<file path="config.mk">
export PLATFORM = sky130hd
export DESIGN_NAME = prbs_checker_top
export DESIGN_NICKNAME = d
export VERILOG_FILES = /design/src/design/prbs_cfg_pkg.sv /design/src/design/prbs_stat_pkg.sv /design/src/design/prbs_align_fsm.sv /design/src/design/prbs_checker_core.sv /design/src/design/prbs_checker_top.sv /design/src/design/prbs_error_accum.sv /design/src/design/prbs_generator.sv /design/src/design/prbs_phase_timer.sv
export SDC_FILE = /design/constraint.sdc
export NUM_CORES = 1
export LEC_CHECK = 0
export ABC_AREA = 1
export BUFFER_PORTS_ARGS = -buffer_cell sky130_fd_sc_hd__buf_4
export CELL_PAD_IN_SITES_DETAIL_PLACEMENT = 1
export CELL_PAD_IN_SITES_GLOBAL_PLACEMENT = 2
export CORE_ASPECT_RATIO = 0.6
export CORE_UTILIZATION = 28
export CTS_CLUSTER_DIAMETER = 150
export DETAILED_ROUTE_END_ITERATION = 8
export MAX_ROUTING_LAYER = met4
export PLACE_DENSITY_LB_ADDON = 0.1
export SLEW_MARGIN = 20
export SYNTH_ARGS = -nofsm -noshare
export SYNTH_HDL_FRONTEND = slang
export SYNTH_SLANG_ARGS = --single-unit
</file>
<file path="constraint.sdc">
create_clock -name clk -period 3.9 [get_ports clk]
set_input_delay 0.195 -clock clk [delete_from_list [all_inputs] [get_ports clk]]
set_output_delay 0.195 -clock clk [all_outputs]
set_load 0.02 [all_outputs]
</file>
<file path="src/design/prbs_cfg_pkg.sv">
package prbs_cfg_pkg;

    // LFSR length of the PRBS7 sequence
    localparam int prbs_order_default = 7;

    // bit index of the second tap for x^7+x^6+1
    // feedback is state[order-1] xor state[prbs_tap]
    localparam int prbs_tap = 5;

    // number of parallel lanes in one received word
    localparam int channels_default = 16;

    // cycles for the core pipeline to flush after a shift change
    localparam int settle_len = 4;

    // consecutive full matches needed before the shift counts as locked
    localparam int lock_len_default = 8;

    // length of the error counting window in cycles
    localparam int window_len_default = 64;

    localparam int err_width_default = 8;

endpackage

</file>
<file path="src/design/prbs_stat_pkg.sv">
package prbs_stat_pkg;

    localparam int stat_shift_width = $clog2(prbs_cfg_pkg::channels_default);
    localparam int stat_err_width = prbs_cfg_pkg::err_width_default;

    typedef enum logic [2:0] {
        st_idle   = 3'd0,
        st_settle = 3'd1,
        st_test   = 3'd2,
        st_count  = 3'd3,
        st_done   = 3'd4,
        st_fail   = 3'd5
    } align_state_t;

    // levels seen from outside, all decoded from the alignment state
    typedef struct packed {
        logic                        busy;
        logic                        locked;
        logic                        window_done;
        logic                        sweep_fail;
        logic [stat_shift_width-1:0] shift;
        logic [stat_err_width-1:0]   err_count;
    } prbs_status_t;

endpackage

</file>
<file path="src/design/prbs_align_fsm.sv">
`timescale 1ns/100ps

module prbs_align_fsm #(
    parameter int n_channels = prbs_cfg_pkg::channels_default,
    parameter int lock_len   = prbs_cfg_pkg::lock_len_default,
    parameter int window_len = prbs_cfg_pkg::window_len_default
) (
    input  logic                             clk,
    input  logic                             rst,
    input  logic                             start,
    input  logic                             match,
    input  logic                             expired,
    output logic [$clog2(n_channels)-1:0]    rx_shift,
    output logic                             load,
    output logic [$clog2(window_len+1)-1:0]  load_val,
    output logic                             acc_clear,
    output logic                             acc_en,
    output logic                             busy,
    output logic                             locked,
    output logic                             window_done,
    output logic                             sweep_fail
);
    import prbs_cfg_pkg::*;
    import prbs_stat_pkg::*;

    localparam int shift_width = $clog2(n_channels);
    localparam int timer_width = $clog2(window_len + 1);
    localparam logic [shift_width-1:0] last_shift = shift_width'(n_channels - 1);

    align_state_t           state;
    align_state_t           state_next;
    logic [shift_width-1:0] shift;
    logic [shift_width-1:0] shift_next;

    always_comb begin
        state_next = state;
        shift_next = shift;
        load       = 1'b0;
        load_val   = '0;
        acc_clear  = 1'b0;
        case (state)
            // start is only honoured when no sweep is running
            st_idle, st_done, st_fail: begin
                if (start) begin
                    state_next = st_settle;
                    shift_next = '0;
                    acc_clear  = 1'b1;
                    load       = 1'b1;
                    load_val   = timer_width'(settle_len);
                end
            end
            st_settle: begin
                if (expired) begin
                    state_next = st_test;
                    load       = 1'b1;
                    load_val   = timer_width'(lock_len);
                end
            end
            st_test: begin
                // any miss ends this shift, a full run of matches locks it
                if (!match) begin
                    if (shift != last_shift) begin
                        state_next = st_settle;
                        shift_next = shift + 1'b1;
                        load       = 1'b1;
                        load_val   = timer_width'(settle_len);
                    end else begin
                        state_next = st_fail;
                    end
                end else if (expired) begin
                    state_next = st_count;
                    load       = 1'b1;
                    load_val   = timer_width'(window_len);
                end
            end
            st_count: begin
                if (expired) begin
                    state_next = st_done;
                end
            end
            default: state_next = st_idle;
        endcase
    end

    always_ff @(posedge clk) begin
        if (rst) begin
            state <= st_idle;
            shift <= '0;
        end else begin
            state <= state_next;
            shift <= shift_next;
        end
    end

    assign rx_shift    = shift;
    assign acc_en      = (state == st_count);
    assign busy        = (state == st_settle) || (state == st_test) || (state == st_count);
    assign locked      = (state == st_count) || (state == st_done);
    assign window_done = (state == st_done);
    assign sweep_fail  = (state == st_fail);

endmodule

</file>
<file path="src/design/prbs_checker_core.sv">
`timescale 1ns/100ps

module prbs_checker_core #(
    parameter int n_prbs     = prbs_cfg_pkg::prbs_order_default,
    parameter int n_channels = prbs_cfg_pkg::channels_default
) (
    input  logic                          clk,
    input  logic                          rst,
    input  logic [n_prbs-1:0]             prbs_init_vals [n_channels],
    input  logic [n_channels-1:0]         rx_bits,
    input  logic [$clog2(n_channels)-1:0] rx_shift,
    output logic [$clog2(n_channels):0]   match_bits,
    output logic                          match
);
    localparam int match_width = $clog2(n_channels) + 1;

    // receive history, newest word and the one before it
    logic [n_channels-1:0] rx_new;
    logic [n_channels-1:0] rx_old;

    always_ff @(posedge clk) begin
        rx_new <= rx_bits;
        rx_old <= rx_new;
    end

    // one generator per lane, bit k of the expected word
    logic [n_channels-1:0] prbs_bits;

    for (genvar k = 0; k < n_channels; k++) begin : g_lane
        prbs_generator #(
            .n_prbs(n_prbs)
        ) u_gen (
            .clk     (clk),
            .rst     (rst),
            .init_val(prbs_init_vals[k]),
            .out_bit (prbs_bits[k])
        );
    end

    // window of n_channels bits, top bit rx_shift below the top of the pair
    logic [2*n_channels-1:0] rx_concat;
    logic [n_channels-1:0]   rx_select_imm;
    logic [n_channels-1:0]   rx_select;

    assign rx_concat = {rx_new, rx_old};
    assign rx_select_imm = rx_concat[(2*n_channels-1-rx_shift) -: n_channels];

    always_ff @(posedge clk) begin
        rx_select <= rx_select_imm;
    end

    // per-bit agreement with the generator word
    logic [n_channels-1:0]  agree;
    logic [match_width-1:0] match_bits_imm;
    logic                   match_imm;

    assign agree = rx_select ~^ prbs_bits;

    always_comb begin
        match_bits_imm = '0;
        for (int i = 0; i < n_channels; i++) begin
            match_bits_imm = match_bits_imm + match_width'(agree[i]);
        end
    end

    assign match_imm = (rx_select == prbs_bits);

    always_ff @(posedge clk) begin
        if (rst) begin
            match_bits <= '0;
            match      <= 1'b0;
        end else begin
            match_bits <= match_bits_imm;
            match      <= match_imm;
        end
    end

endmodule

</file>
<file path="src/design/prbs_checker_top.sv">
`timescale 1ns/100ps

module prbs_checker_top #(
    parameter int n_prbs     = prbs_cfg_pkg::prbs_order_default,
    parameter int n_channels = prbs_cfg_pkg::channels_default,
    parameter int lock_len   = prbs_cfg_pkg::lock_len_default,
    parameter int window_len = prbs_cfg_pkg::window_len_default,
    parameter int err_width  = prbs_cfg_pkg::err_width_default
) (
    input  logic                       clk,
    input  logic                       rst,
    input  logic                       start,
    input  logic [n_prbs-1:0]          prbs_init_vals [n_channels],
    input  logic [n_channels-1:0]      rx_bits,
    output prbs_stat_pkg::prbs_status_t status
);
    localparam int shift_width = $clog2(n_channels);
    localparam int match_width = $clog2(n_channels) + 1;
    localparam int timer_width = $clog2(window_len + 1);

    logic [shift_width-1:0] rx_shift;
    logic [match_width-1:0] match_bits;
    logic                   match;
    logic                   load;
    logic [timer_width-1:0] load_val;
    logic                   expired;
    logic                   acc_clear;
    logic                   acc_en;
    logic                   busy;
    logic                   locked;
    logic                   window_done;
    logic                   sweep_fail;
    logic [err_width-1:0]   err_count;

    prbs_checker_core #(
        .n_prbs    (n_prbs),
        .n_channels(n_channels)
    ) u_core (
        .clk           (clk),
        .rst           (rst),
        .prbs_init_vals(prbs_init_vals),
        .rx_bits       (rx_bits),
        .rx_shift      (rx_shift),
        .match_bits    (match_bits),
        .match         (match)
    );

    prbs_align_fsm #(
        .n_channels(n_channels),
        .lock_len  (lock_len),
        .window_len(window_len)
    ) u_fsm (
        .clk        (clk),
        .rst        (rst),
        .start      (start),
        .match      (match),
        .expired    (expired),
        .rx_shift   (rx_shift),
        .load       (load),
        .load_val   (load_val),
        .acc_clear  (acc_clear),
        .acc_en     (acc_en),
        .busy       (busy),
        .locked     (locked),
        .window_done(window_done),
        .sweep_fail (sweep_fail)
    );

    prbs_phase_timer #(
        .width(timer_width)
    ) u_timer (
        .clk     (clk),
        .rst     (rst),
        .load    (load),
        .load_val(load_val),
        .expired (expired)
    );

    prbs_error_accum #(
        .n_channels(n_channels),
        .err_width (err_width)
    ) u_accum (
        .clk       (clk),
        .rst       (rst),
        .clear     (acc_clear),
        .en        (acc_en),
        .match_bits(match_bits),
        .err_count (err_count)
    );

    always_comb begin
        status.busy        = busy;
        status.locked      = locked;
        status.window_done = window_done;
        status.sweep_fail  = sweep_fail;
        status.shift       = rx_shift;
        status.err_count   = err_count;
    end

endmodule

</file>
<file path="src/design/prbs_error_accum.sv">
`timescale 1ns/100ps

module prbs_error_accum #(
    parameter int n_channels = prbs_cfg_pkg::channels_default,
    parameter int err_width  = prbs_cfg_pkg::err_width_default
) (
    input  logic                        clk,
    input  logic                        rst,
    input  logic                        clear,
    input  logic                        en,
    input  logic [$clog2(n_channels):0] match_bits,
    output logic [err_width-1:0]        err_count
);
    localparam int match_width = $clog2(n_channels) + 1;
    localparam int sum_width = ((err_width > match_width) ? err_width : match_width) + 1;
    localparam logic [sum_width-1:0] err_max = {err_width{1'b1}};

    logic [match_width-1:0] mismatch;
    logic [sum_width-1:0]   sum;

    // bits that disagreed in this word
    assign mismatch = match_width'(n_channels) - match_bits;
    assign sum = sum_width'(err_count) + sum_width'(mismatch);

    always_ff @(posedge clk) begin
        if (rst || clear) begin
            err_count <= '0;
        end else if (en) begin
            // sticks at all ones once the count overflows
            err_count <= (sum > err_max) ? '1 : sum[err_width-1:0];
        end
    end

endmodule

</file>
<file path="src/design/prbs_generator.sv">
`timescale 1ns/100ps

module prbs_generator #(
    parameter int n_prbs = prbs_cfg_pkg::prbs_order_default
) (
    input  logic              clk,
    input  logic              rst,
    input  logic [n_prbs-1:0] init_val,
    output logic              out_bit
);
    import prbs_cfg_pkg::*;

    logic [n_prbs-1:0] state;
    logic              feedback;

    // fibonacci form, top bit xor tap bit shifted in at the bottom
    assign feedback = state[n_prbs-1] ^ state[prbs_tap];

    always_ff @(posedge clk) begin
        if (rst) begin
            state <= init_val;
        end else begin
            state <= {state[n_prbs-2:0], feedback};
        end
    end

    // the lane bit is the top of the state register
    assign out_bit = state[n_prbs-1];

endmodule

</file>
<file path="src/design/prbs_phase_timer.sv">
`timescale 1ns/100ps

module prbs_phase_timer #(
    parameter int width = 7
) (
    input  logic             clk,
    input  logic             rst,
    input  logic             load,
    input  logic [width-1:0] load_val,
    output logic             expired
);
    logic [width-1:0] cnt;

    // expired is high for the one cycle in which cnt holds one
    always_ff @(posedge clk) begin
        if (rst) begin
            cnt     <= '0;
            expired <= 1'b0;
        end else if (load) begin
            cnt     <= load_val;
            expired <= (load_val == width'(1));
        end else if (cnt != '0) begin
            cnt     <= cnt - 1'b1;
            expired <= (cnt == width'(2));
        end else begin
            // parked at zero
            expired <= 1'b0;
        end
    end

endmodule

</file>
==> flow_summary.toml, run 1 <==
[hold_path]
hp-start = "start"
min_path_type = "in2reg"
worst_hold_path.endpoint = "u_timer.cnt[0]"
hold_depth = 4

[power_and_ir_drop]
clkPwrFrac_pct = 24.9
ir_drop_mv = 0.4608
p_int_mw = 4.275
powerDensity_mw_per_mm2 = 593.3
p_leak_nw = 5.530
sw_frac_of_total_pct = 36.88
switching_power_mw = 2.497
p_seq_share_pct = 34.2
comb_power_share_pct = 40.9

[die]
pin_count = 147
dieHeight_um = 133.8
rows = 47
die_w_um = 221.7
die_area_mm2 = 0.02966
initial_utilization_pct = 28.96
core_mm2 = 0.02799

[detailed_routing]
first_pass_iters = 4
drcViolationCount = 0
via_count = 7429
drtAntennaViolNets = 0
finalWirelength_mm = 25.02
post_drt_wl_per_cell_um = 14.39
avgViaCountPerCell = 4.274
drt_iter0_markers = 351

[yosys]
yosys_warnings = 0
yosys.area_share.simple_pct = 32.70
synth_edf_count = 0
synth_common_cells = "493 x nand2_1, 188 x dfxtp_1, 68 x nand3_1"
synth-compound-area-share_pct = 5.324
ys_seq_area_share_pct = 46.42
synthXorXnorAreaFrac_pct = 4.213
post-synth-top-area-cell = "dfxtp_1"
synth_mux_area_share_pct = 0
synthArstFlopShare_pct = 0
ys_types = 38
synth_top_family_by_area = "simple AND/OR/NAND/NOR gates"
synth_area_mm2 = 0.008108
synth_cells = 1099
syn_area_per_cell_um2 = 7.377
synth-adder-area-share_pct = 5.340
synth.most_common_cell = "nand2_1"
synth_ff_type = "dfxtp_1"
synth_top_area_share_pct = 46.42
yosys-top-cells-area = "dfxtp_1 46%, nand2_1 23%, nand3_1 4.2%"
synth_fp_nets = 1258
ys_ff_latch = 188

[sta]
rsz0062_at_grt = "true"
tns_ps = 0
clock.fmax_mhz = 263.7
slew_headroom_pct = 38.37
max_slew.worst_pin.slew_ps = 923.4
period_needed_ps = 3792
fin_crit_sh_pct = 97.24
final-setup-viol-count = 0
hold_viol = 0
clock_skew_ps = 11.32
drv_slew = 0
whs_ps = 212.8

[placed_design]
io_buffers = 146
hpwlAfterDp_mm = 17.50
place_congestion = 0.8045

[grt]
grt_max_degree = 71
antenna_found_initial = 1
grt_pass1_vias = 7578
grtUsageTotal_pct = 18.08
gr-total-overflow = 0
grt_pass1_wl_mm = 40.70

[setup_path]
critPathLaunchType = "flop"
r2r-start = "u_core.rx_select[0]"
worstPathArrival_ps = 4100
worstPathRequired_ps = 4200
critPathCaptureType = "flop"
rr_worst_depth = 10
path_class = "reg2reg"
worstPathMaxFanout = 2
ff2ff_setup_slack_ps = 110
r2r_end = "u_core.match_bits[1]"

[clocking]
clockBufferDepth = 2
htreeDepth = 4
clkSinkCount = 188
clk_latency_ps = 450
cts_tree = "yes"
cts_buffers = 17
path_clk_slew_ps = 70
clk_root_buffer_cell = "clkbuf_16"

[finish]
nets = 1516
syn_to_final_growth_pct = 40.77
drive_above_1_share_pct = 16.86

[flow_run]
cap_violations = 0

[outcome]
run_status = "finished, final reports clean"
-- timing repair --
action | CTS | global route
hold buffers | 129 | 0
pin swaps | 4 | 4
cloned | 0 | 0
gates resized for setup | 4 | 3
endpoints found under the setup margin | 3 | 3
setup buffers | 0 | 1
hold endpoints to repair | 128 | 0
-- sequential cells by signal (all words and copies together), names as in the netlist --
signal                     count
u_core.match                   1
u_core.rx_select              16
u_timer.expired                1
u_timer.cnt                    7
u_core.g_lane.u_gen.state    112
u_core.rx_new                 16
u_fsm.rx_shift                 4
u_core.rx_old                 15
u_accum.err_count              8
u_fsm.state                    3
u_core.match_bits              5
-- layout make-up --
class                           instances  area, um2
Inverter                               65      245.2
Fill cell                            3449      16580
Clock buffer                           20      456.7
Timing Repair Buffer                  289       2505
Antenna cell                            1      2.502
Sequential cell                       188       3766
Tap cell                              367      459.2
Clock inverter                         12      101.3
Multi-Input combinational cell        796       3877
-- layout by cell type (no fill, tap or decap), drive strengths merged --
| master | n |
|---|---|
| inv | 69 |
| and3 | 1 |
| diode | 1 |
| clkinv | 7 |
| fa | 11 |
| a211oi | 1 |
| o211ai | 2 |
| a31oi | 1 |
| o22ai | 1 |
| and2 | 1 |
| xor2 | 10 |
| dlygate4sd3 | 129 |
| buf | 160 |
| o21ai | 55 |
| nand2 | 499 |
| ha | 17 |
| nand3 | 70 |
| o21a | 1 |
| nor2 | 42 |
| a21oi | 22 |
| or2 | 23 |
| clkbuf | 20 |
| nand4 | 4 |
| dfxtp | 188 |
| nand3b | 1 |
| nor3 | 5 |
| xnor2 | 29 |
| clkinvlp | 1 |
-- metal layers --
layer,GRT usage [%],vias up,share of wire (%)
met4,4.668,0,0.73
met1,25.72,3403,54
met2,26.08,95,43
met3,3.417,12,2.7
met5,-,-,0
li1,-,3919,-
-- power by group through the flow --
stage | sequential, mW | combinational (mW) | clock [mW]
2_1_floorplan | 2.32 | 1.96 | 0
3_3_place_gp | 2.35 | 2.58 | 0
3_5_place_dp | 2.36 | 2.63 | 0
4_1_cts | 2.32 | 2.78 | 1.74
5_1_grt | 2.34 | 3.21 | 1.83
6_report | 2.32 | 2.77 | 1.68
-- worst max-delay path: stages (launching register included) --
cell and delay [ps]:
dfxtp_2 330, xnor2_2 180, ha_1 250, inv_1 70
fa_1 450, fa_1 520, fa_1 430, fa_1 480
fa_2 370, fa_2 530, nor2_1 30
-- per-stage QoR --
stage	setup WS, ps	util (%)	cell area [um2]	std cells	total power, mW
after CTS	29.87	40.73	11400	1736	6.839
after global routing	-43.73	40.77	11410	1738	7.389
after detailed placement	-170.2	34.06	9534	1575	4.985
final	107.7	40.77	11410	1738	6.772
after floorplan	23.01	-	8110	1099	4.280
after global placement	-105.4	34.06	9534	1575	4.933
-- logic make-up (layout without fill, tap and decap cells) --
group           count (synthesis)  in the layout
compound gates                 83             83
xor+xnor                       39             39
fa+ha+maj                      28             28
buf+inv                       115            386
flops                         188            188
other cells                     0              1
simple gates                  646            646
-- worst max path at each step --
stage	slack, ps	startpoint	endpoint
2_1_floorplan	20	u_core.g_lane[0].u_gen.state[6]	u_core.match_bits[4]
3_3_place_gp	-110	u_core.g_lane[0].u_gen.state[6]	u_core.match_bits[2]
3_5_place_dp	-170	u_core.g_lane[0].u_gen.state[6]	u_core.match_bits[2]
4_1_cts	30	u_core.g_lane[0].u_gen.state[6]	u_core.match_bits[1]
5_1_grt	-40	u_core.rx_select[0]	u_core.match_bits[2]
6_report	110	u_core.rx_select[0]	u_core.match_bits[1]
Power figures use the tool's default switching activity.
==> run 2: changes to the inputs <==
--- a/config.mk
+++ b/config.mk
@@ -6,7 +6,7 @@
 export NUM_CORES = 1
 export LEC_CHECK = 0
 export ABC_AREA = 1
-export BUFFER_PORTS_ARGS = -buffer_cell sky130_fd_sc_hd__buf_4
+export BUFFER_PORTS_ARGS = -buffer_cell sky130_fd_sc_hd__buf_2
 export CELL_PAD_IN_SITES_DETAIL_PLACEMENT = 1
 export CELL_PAD_IN_SITES_GLOBAL_PLACEMENT = 2
 export CORE_ASPECT_RATIO = 0.6
==> flow_summary.toml, run 2 (synthesis gave the netlist of run 1 again) <==
[finish]
final_cells = 1737
largest_reg_flops = 112
stdcell_area_mm2 = 0.01104
syn_to_final_growth_pct = 36.19
layout_common_cells = "493 x nand2_1, 184 x dfxtp_1, 145 x buf_2"
regArea_mm2 = 0.003769
nets = 1515
max_flop_register = "u_core.g_lane.u_gen.state"
final_common_cell = "nand2_1"
drive_above_1_share_pct = 17.24
filler_cell_count = 3441
multi_input_area_mm2 = 0.003877
reg_top3 = "u_core.g_lane.u_gen.state: 112 flops, u_core.rx_new: 16 flops, u_core.rx_select: 16 flops"

[power_and_ir_drop]
p_leak_nw = 5.417
powerDensity_mw_per_mm2 = 611.6
ir_drop_mv = 0.4914

[sta]
rsz0062_at_grt = "true"
drv_slew = 0
period_needed_ps = 3805
fin_crit_sh_pct = 97.56
clock.fmax_mhz = 262.8
max_slew.worst_pin.slew_ps = 953.7
slew_headroom_pct = 36.35
clock_skew_ps = 10.38
fin_ws_ps = 95.26
final-setup-viol-count = 0
hold_viol = 0

[grt]
use_met3_pct = 3.373
met2_usage_pct = 25.77
antenna_found_initial = 1
grt_max_degree = 83
grtUsageTotal_pct = 18.11
gr-total-overflow = 0
use_met1_pct = 25.81
grt_pass1_wl_mm = 40.41
top_usage_layer = "met1"
grt_pass1_vias = 7484

[die]
dieHeight_um = 133.8
pin_count = 147
die_area_mm2 = 0.02966
die_w_um = 221.7
initial_utilization_pct = 28.96
core_mm2 = 0.02799
rows = 47

[clocking]
clockBufferDepth = 2
htreeDepth = 4
cts_buffers = 17
clk_root_buffer_cell = "clkbuf_16"
clkSinkCount = 188
path_clk_slew_ps = 70
clk_latency_ps = 450
cts_tree = "yes"

[setup_path]
ff2ff_setup_slack_ps = 100
cpMostUsedCell = "fa_1"
r2r-start = "u_core.rx_select[1]"
path_class = "reg2reg"
rr_worst_depth = 10
crit_family = "adder cells"
critPathLaunch = "u_core.rx_select[1]"
critPathLaunchType = "flop"
r2r_end = "u_core.match_bits[1]"
critical-path-slowest-cell = "fa_2"
worstPathArrival_ps = 4110
critPathMaxStageDelay_ps = 530
worstPathMaxFanout = 2
worstPathRequired_ps = 4210
critPathBufInv = 1
critPathCaptureType = "flop"
path_cells = "xnor2_2 -> ha_1 -> inv_2 -> fa_1 -> fa_1 -> fa_1 -> fa_1 -> fa_2 -> fa_2 -> nor2_1"

[placed_design]
hpwlAfterDp_mm = 17.45
dp.cells = 1575
dp_slack_ps = -198.1
place_area_mm2 = 0.009159
io_buffers = 146
place_congestion = 0.8006

[hold_path]
worst_hold_path.endpoint = "u_core.g_lane[0].u_gen.state[6]"
min_path_type = "in2reg"
hp-start = "prbs_init_vals[111]"
hold_depth = 3

[detailed_routing]
avgViaCountPerCell = 4.275
finalWirelength_mm = 24.82
first_pass_iters = 4
drt_iter0_markers = 379
drtAntennaViolNets = 0
drcViolationCount = 0
post_drt_wl_per_cell_um = 14.29
via_count = 7425

[outcome]
run_status = "finished, final reports clean"

[flow_run]
cap_violations = 0
## run 2: power breakdown
| group | total [mW] | leakage, nW | switching, mW | internal (mW) |
|---|---|---|---|---|
| registers | 2.31 | 1.58 | 0.133 | 2.18 |
| clock network | 1.72 | 0.285 | 0.807 | 0.909 |
| logic | 2.72 | 3.56 | 1.55 | 1.17 |
| total | 6.75 | 5.42 | 2.49 | 4.26 |
## run 2: final cells by class
type | instances | area share, %
Multi-Input combinational cell | 796 | 35.12
Sequential cell | 188 | 34.13
Timing Repair Buffer | 288 | 19.17
Tap cell | 367 | 4.159
Clock buffer | 18 | 3.977
Inverter | 65 | 2.221
Clock inverter | 14 | 1.201
Antenna cell | 1 | 0.02266
## run 2: per-stage QoR
stage | power, mW | util (%) | hold slack [ps] | setup TNS (ps)
4_1_cts | 6.795 | 39.36 | 13.39 | 0
3_3_place_gp | 4.907 | 32.72 | 299.4 | -312.0
2_1_floorplan | 4.280 | - | 222.7 | 0
3_5_place_dp | 4.958 | 32.72 | 299.4 | -482.7
5_1_grt | 7.362 | 39.45 | 17.91 | -55.17
6_report | 6.754 | 39.45 | 22.13 | 0
## run 2: repair_timing
item	in CTS	in global routing
gates resized for setup	2	7
gates cloned	0	0
endpoints found under the setup margin	3	3
pin swaps	5	2
hold endpoints to repair	127	0
hold buffers	127	0
buffers inserted	0	2
## run 2: worst max path at each step
stage	cells after the start	end	slack, ps
3_3_place_gp	12	u_core.match_bits[2]	-120
2_1_floorplan	12	u_core.match_bits[4]	20
5_1_grt	12	u_core.match_bits[2]	-30
6_report	10	u_core.match_bits[1]	100
4_1_cts	12	u_core.match_bits[2]	10
3_5_place_dp	12	u_core.match_bits[2]	-200
## run 2: tightest hold or removal path: stages
cell and delay (ps):
buf_2 120, nand2_1 60, nand2_1 60
## run 2: per-layer routing
metal	vias up	part of all wire [%]
met5	-	0
met4	0	1.1
met3	18	3.9
met2	108	42
met1	3386	53
li1	3913	-
==> run 3: changes to the inputs <==
--- a/config.mk
+++ b/config.mk
@@ -10,6 +10,7 @@
 export CELL_PAD_IN_SITES_DETAIL_PLACEMENT = 1
 export CELL_PAD_IN_SITES_GLOBAL_PLACEMENT = 2
 export CORE_ASPECT_RATIO = 0.6
+export CORE_MARGIN = 1.5
 export CORE_UTILIZATION = 28
 export CTS_CLUSTER_DIAMETER = 150
 export DETAILED_ROUTE_END_ITERATION = 8
==> flow_summary.toml, run 3 (synthesis gave the netlist of run 1 again) <==
[setup_path]
worstPathRequired_ps = 4210
critPathBufInv = 1
ff2ff_setup_slack_ps = 80
r2r-start = "u_core.rx_select[1]"
r2r_end = "u_core.match_bits[1]"
critPathMaxStageDelay_ps = 530
critical-path-slowest-cell = "fa_1"
cpMostUsedCell = "fa_1"
path_class = "reg2reg"
worstPathMaxFanout = 2
cp.depth = 10
rr_worst_depth = 10
critPathLaunchType = "flop"
critPathCaptureType = "flop"
critPathLaunch = "u_core.rx_select[1]"
crit_family = "adder cells"
worstPathArrival_ps = 4130
path_cells = "xnor2_2 -> ha_1 -> inv_2 -> fa_1 -> fa_1 -> fa_1 -> fa_1 -> fa_2 -> fa_2 -> nor2_1"

[die]
initial_utilization_pct = 28.36
rows = 48
die_w_um = 222.7
core_mm2 = 0.02859
pin_count = 147
die_area_mm2 = 0.03002
dieHeight_um = 134.8

[grt]
antenna_found_initial = 0
grt_pass1_vias = 7483
grtUsageTotal_pct = 17.47
grt_max_degree = 74
grt_pass1_wl_mm = 39.74
gr-total-overflow = 0

[finish]
filler_cell_count = 3528
max_flop_register = "u_core.g_lane.u_gen.state"
final_common_cell = "nand2_1"
nets = 1518
utilization_pct = 38.83
antennaDiodeCount = 0
syn_to_final_growth_pct = 36.93
stdcell_area_mm2 = 0.01110
drive_above_1_share_pct = 17.27
largest_reg_flops = 112
layout_common_cells = "493 x nand2_1, 185 x dfxtp_1, 145 x buf_2"
reg_top3 = "u_core.g_lane.u_gen.state: 112 flops, u_core.rx_new: 16 flops, u_core.rx_select: 16 flops"

[power_and_ir_drop]
sw_frac_of_total_pct = 37.02
clkPwrFrac_pct = 25.4
p_int_mw = 4.343
finalPower_mw = 6.895
switching_power_mw = 2.552
powerDensity_mw_per_mm2 = 621.1
p_seq_share_pct = 33.5
comb_power_share_pct = 41.0
p_leak_nw = 5.431
ir_drop_mv = 0.5528

[hold_path]
hp-start = "start"
hold_depth = 4
min_path_type = "in2reg"
worst_hold_path.endpoint = "u_timer.cnt[0]"

[clocking]
path_clk_slew_ps = 70
cts_buffers = 17
clk_root_buffer_cell = "clkbuf_16"
clockBufferDepth = 2
cts_tree = "yes"
clkSinkCount = 188
htreeDepth = 4
clk_latency_ps = 450

[sta]
clock_skew_ps = 8.945
drv_slew = 0
slew_headroom_pct = 38.25
tns_ps = 0
fin_ws_ps = 77.01
rsz0062_at_grt = "true"
final-setup-viol-count = 0
period_needed_ps = 3823
fin_crit_sh_pct = 98.03
max_slew.worst_pin.slew_ps = 925.2
hold_viol = 0
clock.fmax_mhz = 261.6

[placed_design]
dp_slack_ps = -198.0
place_area_mm2 = 0.009189
io_buffers = 146
place_congestion = 0.8104
hpwlAfterDp_mm = 17.36

[detailed_routing]
avgViaCountPerCell = 4.266
via_count = 7452
post_drt_wl_per_cell_um = 14.17
drtAntennaViolNets = 0
finalWirelength_mm = 24.76
drt_iter0_markers = 296
first_pass_iters = 4
drcViolationCount = 0

[outcome]
run_status = "finished, final reports clean"

[flow_run]
cap_violations = 0
==> run 3: how the worst max path moves through the flow <==
| stage | to | slack, ps |
|---|---|---|
| 3_3_place_gp | u_core.match_bits[2] | -110 |
| 2_1_floorplan | u_core.match_bits[4] | 20 |
| 5_1_grt | u_core.match_bits[1] | -20 |
| 4_1_cts | u_core.match_bits[2] | 4 |
| 6_report | u_core.match_bits[1] | 80 |
| 3_5_place_dp | u_core.match_bits[2] | -200 |
==> run 3: area by class of cell <==
class | count | area (um2) | share of cell area, %
multi-input combinational | 796 | 3881 | 34.96
sequential | 188 | 3767 | 33.93
timing repair buffer | 291 | 2157 | 19.43
tap | 375 | 469.2 | 4.226
clock buffer | 19 | 452.9 | 4.080
inverter | 65 | 245.2 | 2.209
clock inverter | 13 | 128.9 | 1.161
==> run 3: timing repair <==
item                                    4_1_cts  5_1_grt
endpoints found under the hold margin       128        0
gates resized for setup                       1        8
setup buffers                                 1        1
endpoints found under the setup margin        4        4
cloned                                        0        0
pin swaps                                     5        3
hold buffers                                129        0
==> run 3: worst reg2reg max path: stages, from the launching register on <==
cell and delay, ps:
dfxtp_1 330, xnor2_2 150, ha_1 300, inv_2 40, fa_1 530, fa_1 440
fa_1 520, fa_1 440, fa_2 370, fa_2 530, nor2_1 40
==> run 3: power by group through the flow <==
stage               logic (mW)  registers, mW  clock network, mW
global route              3.25           2.34               1.92
floorplan                 1.96           2.32                  0
CTS                       2.74           2.31               1.82
finish                    2.83           2.31               1.75
detailed placement        2.61           2.35                  0
global placement          2.55           2.35                  0
==> run 3: through the flow <==
stage / hold WS, ps / std cells
finish: 216.2 / 1747
global route: 231.4 / 1747
CTS: 182.3 / 1746
detailed placement: 298.8 / 1584
global placement: 299.2 / 1584
floorplan: 222.7 / 1099
==> run 3: routing by layer <==
layer  share of wire (%)  vias up  GRT usage [%]
li1                    -     3927              -
met1                  53     3429          24.78
met2                  43       86          25.24
met3                 3.1       10          3.851
met4                0.67        0          3.779
met5                   0        -              -
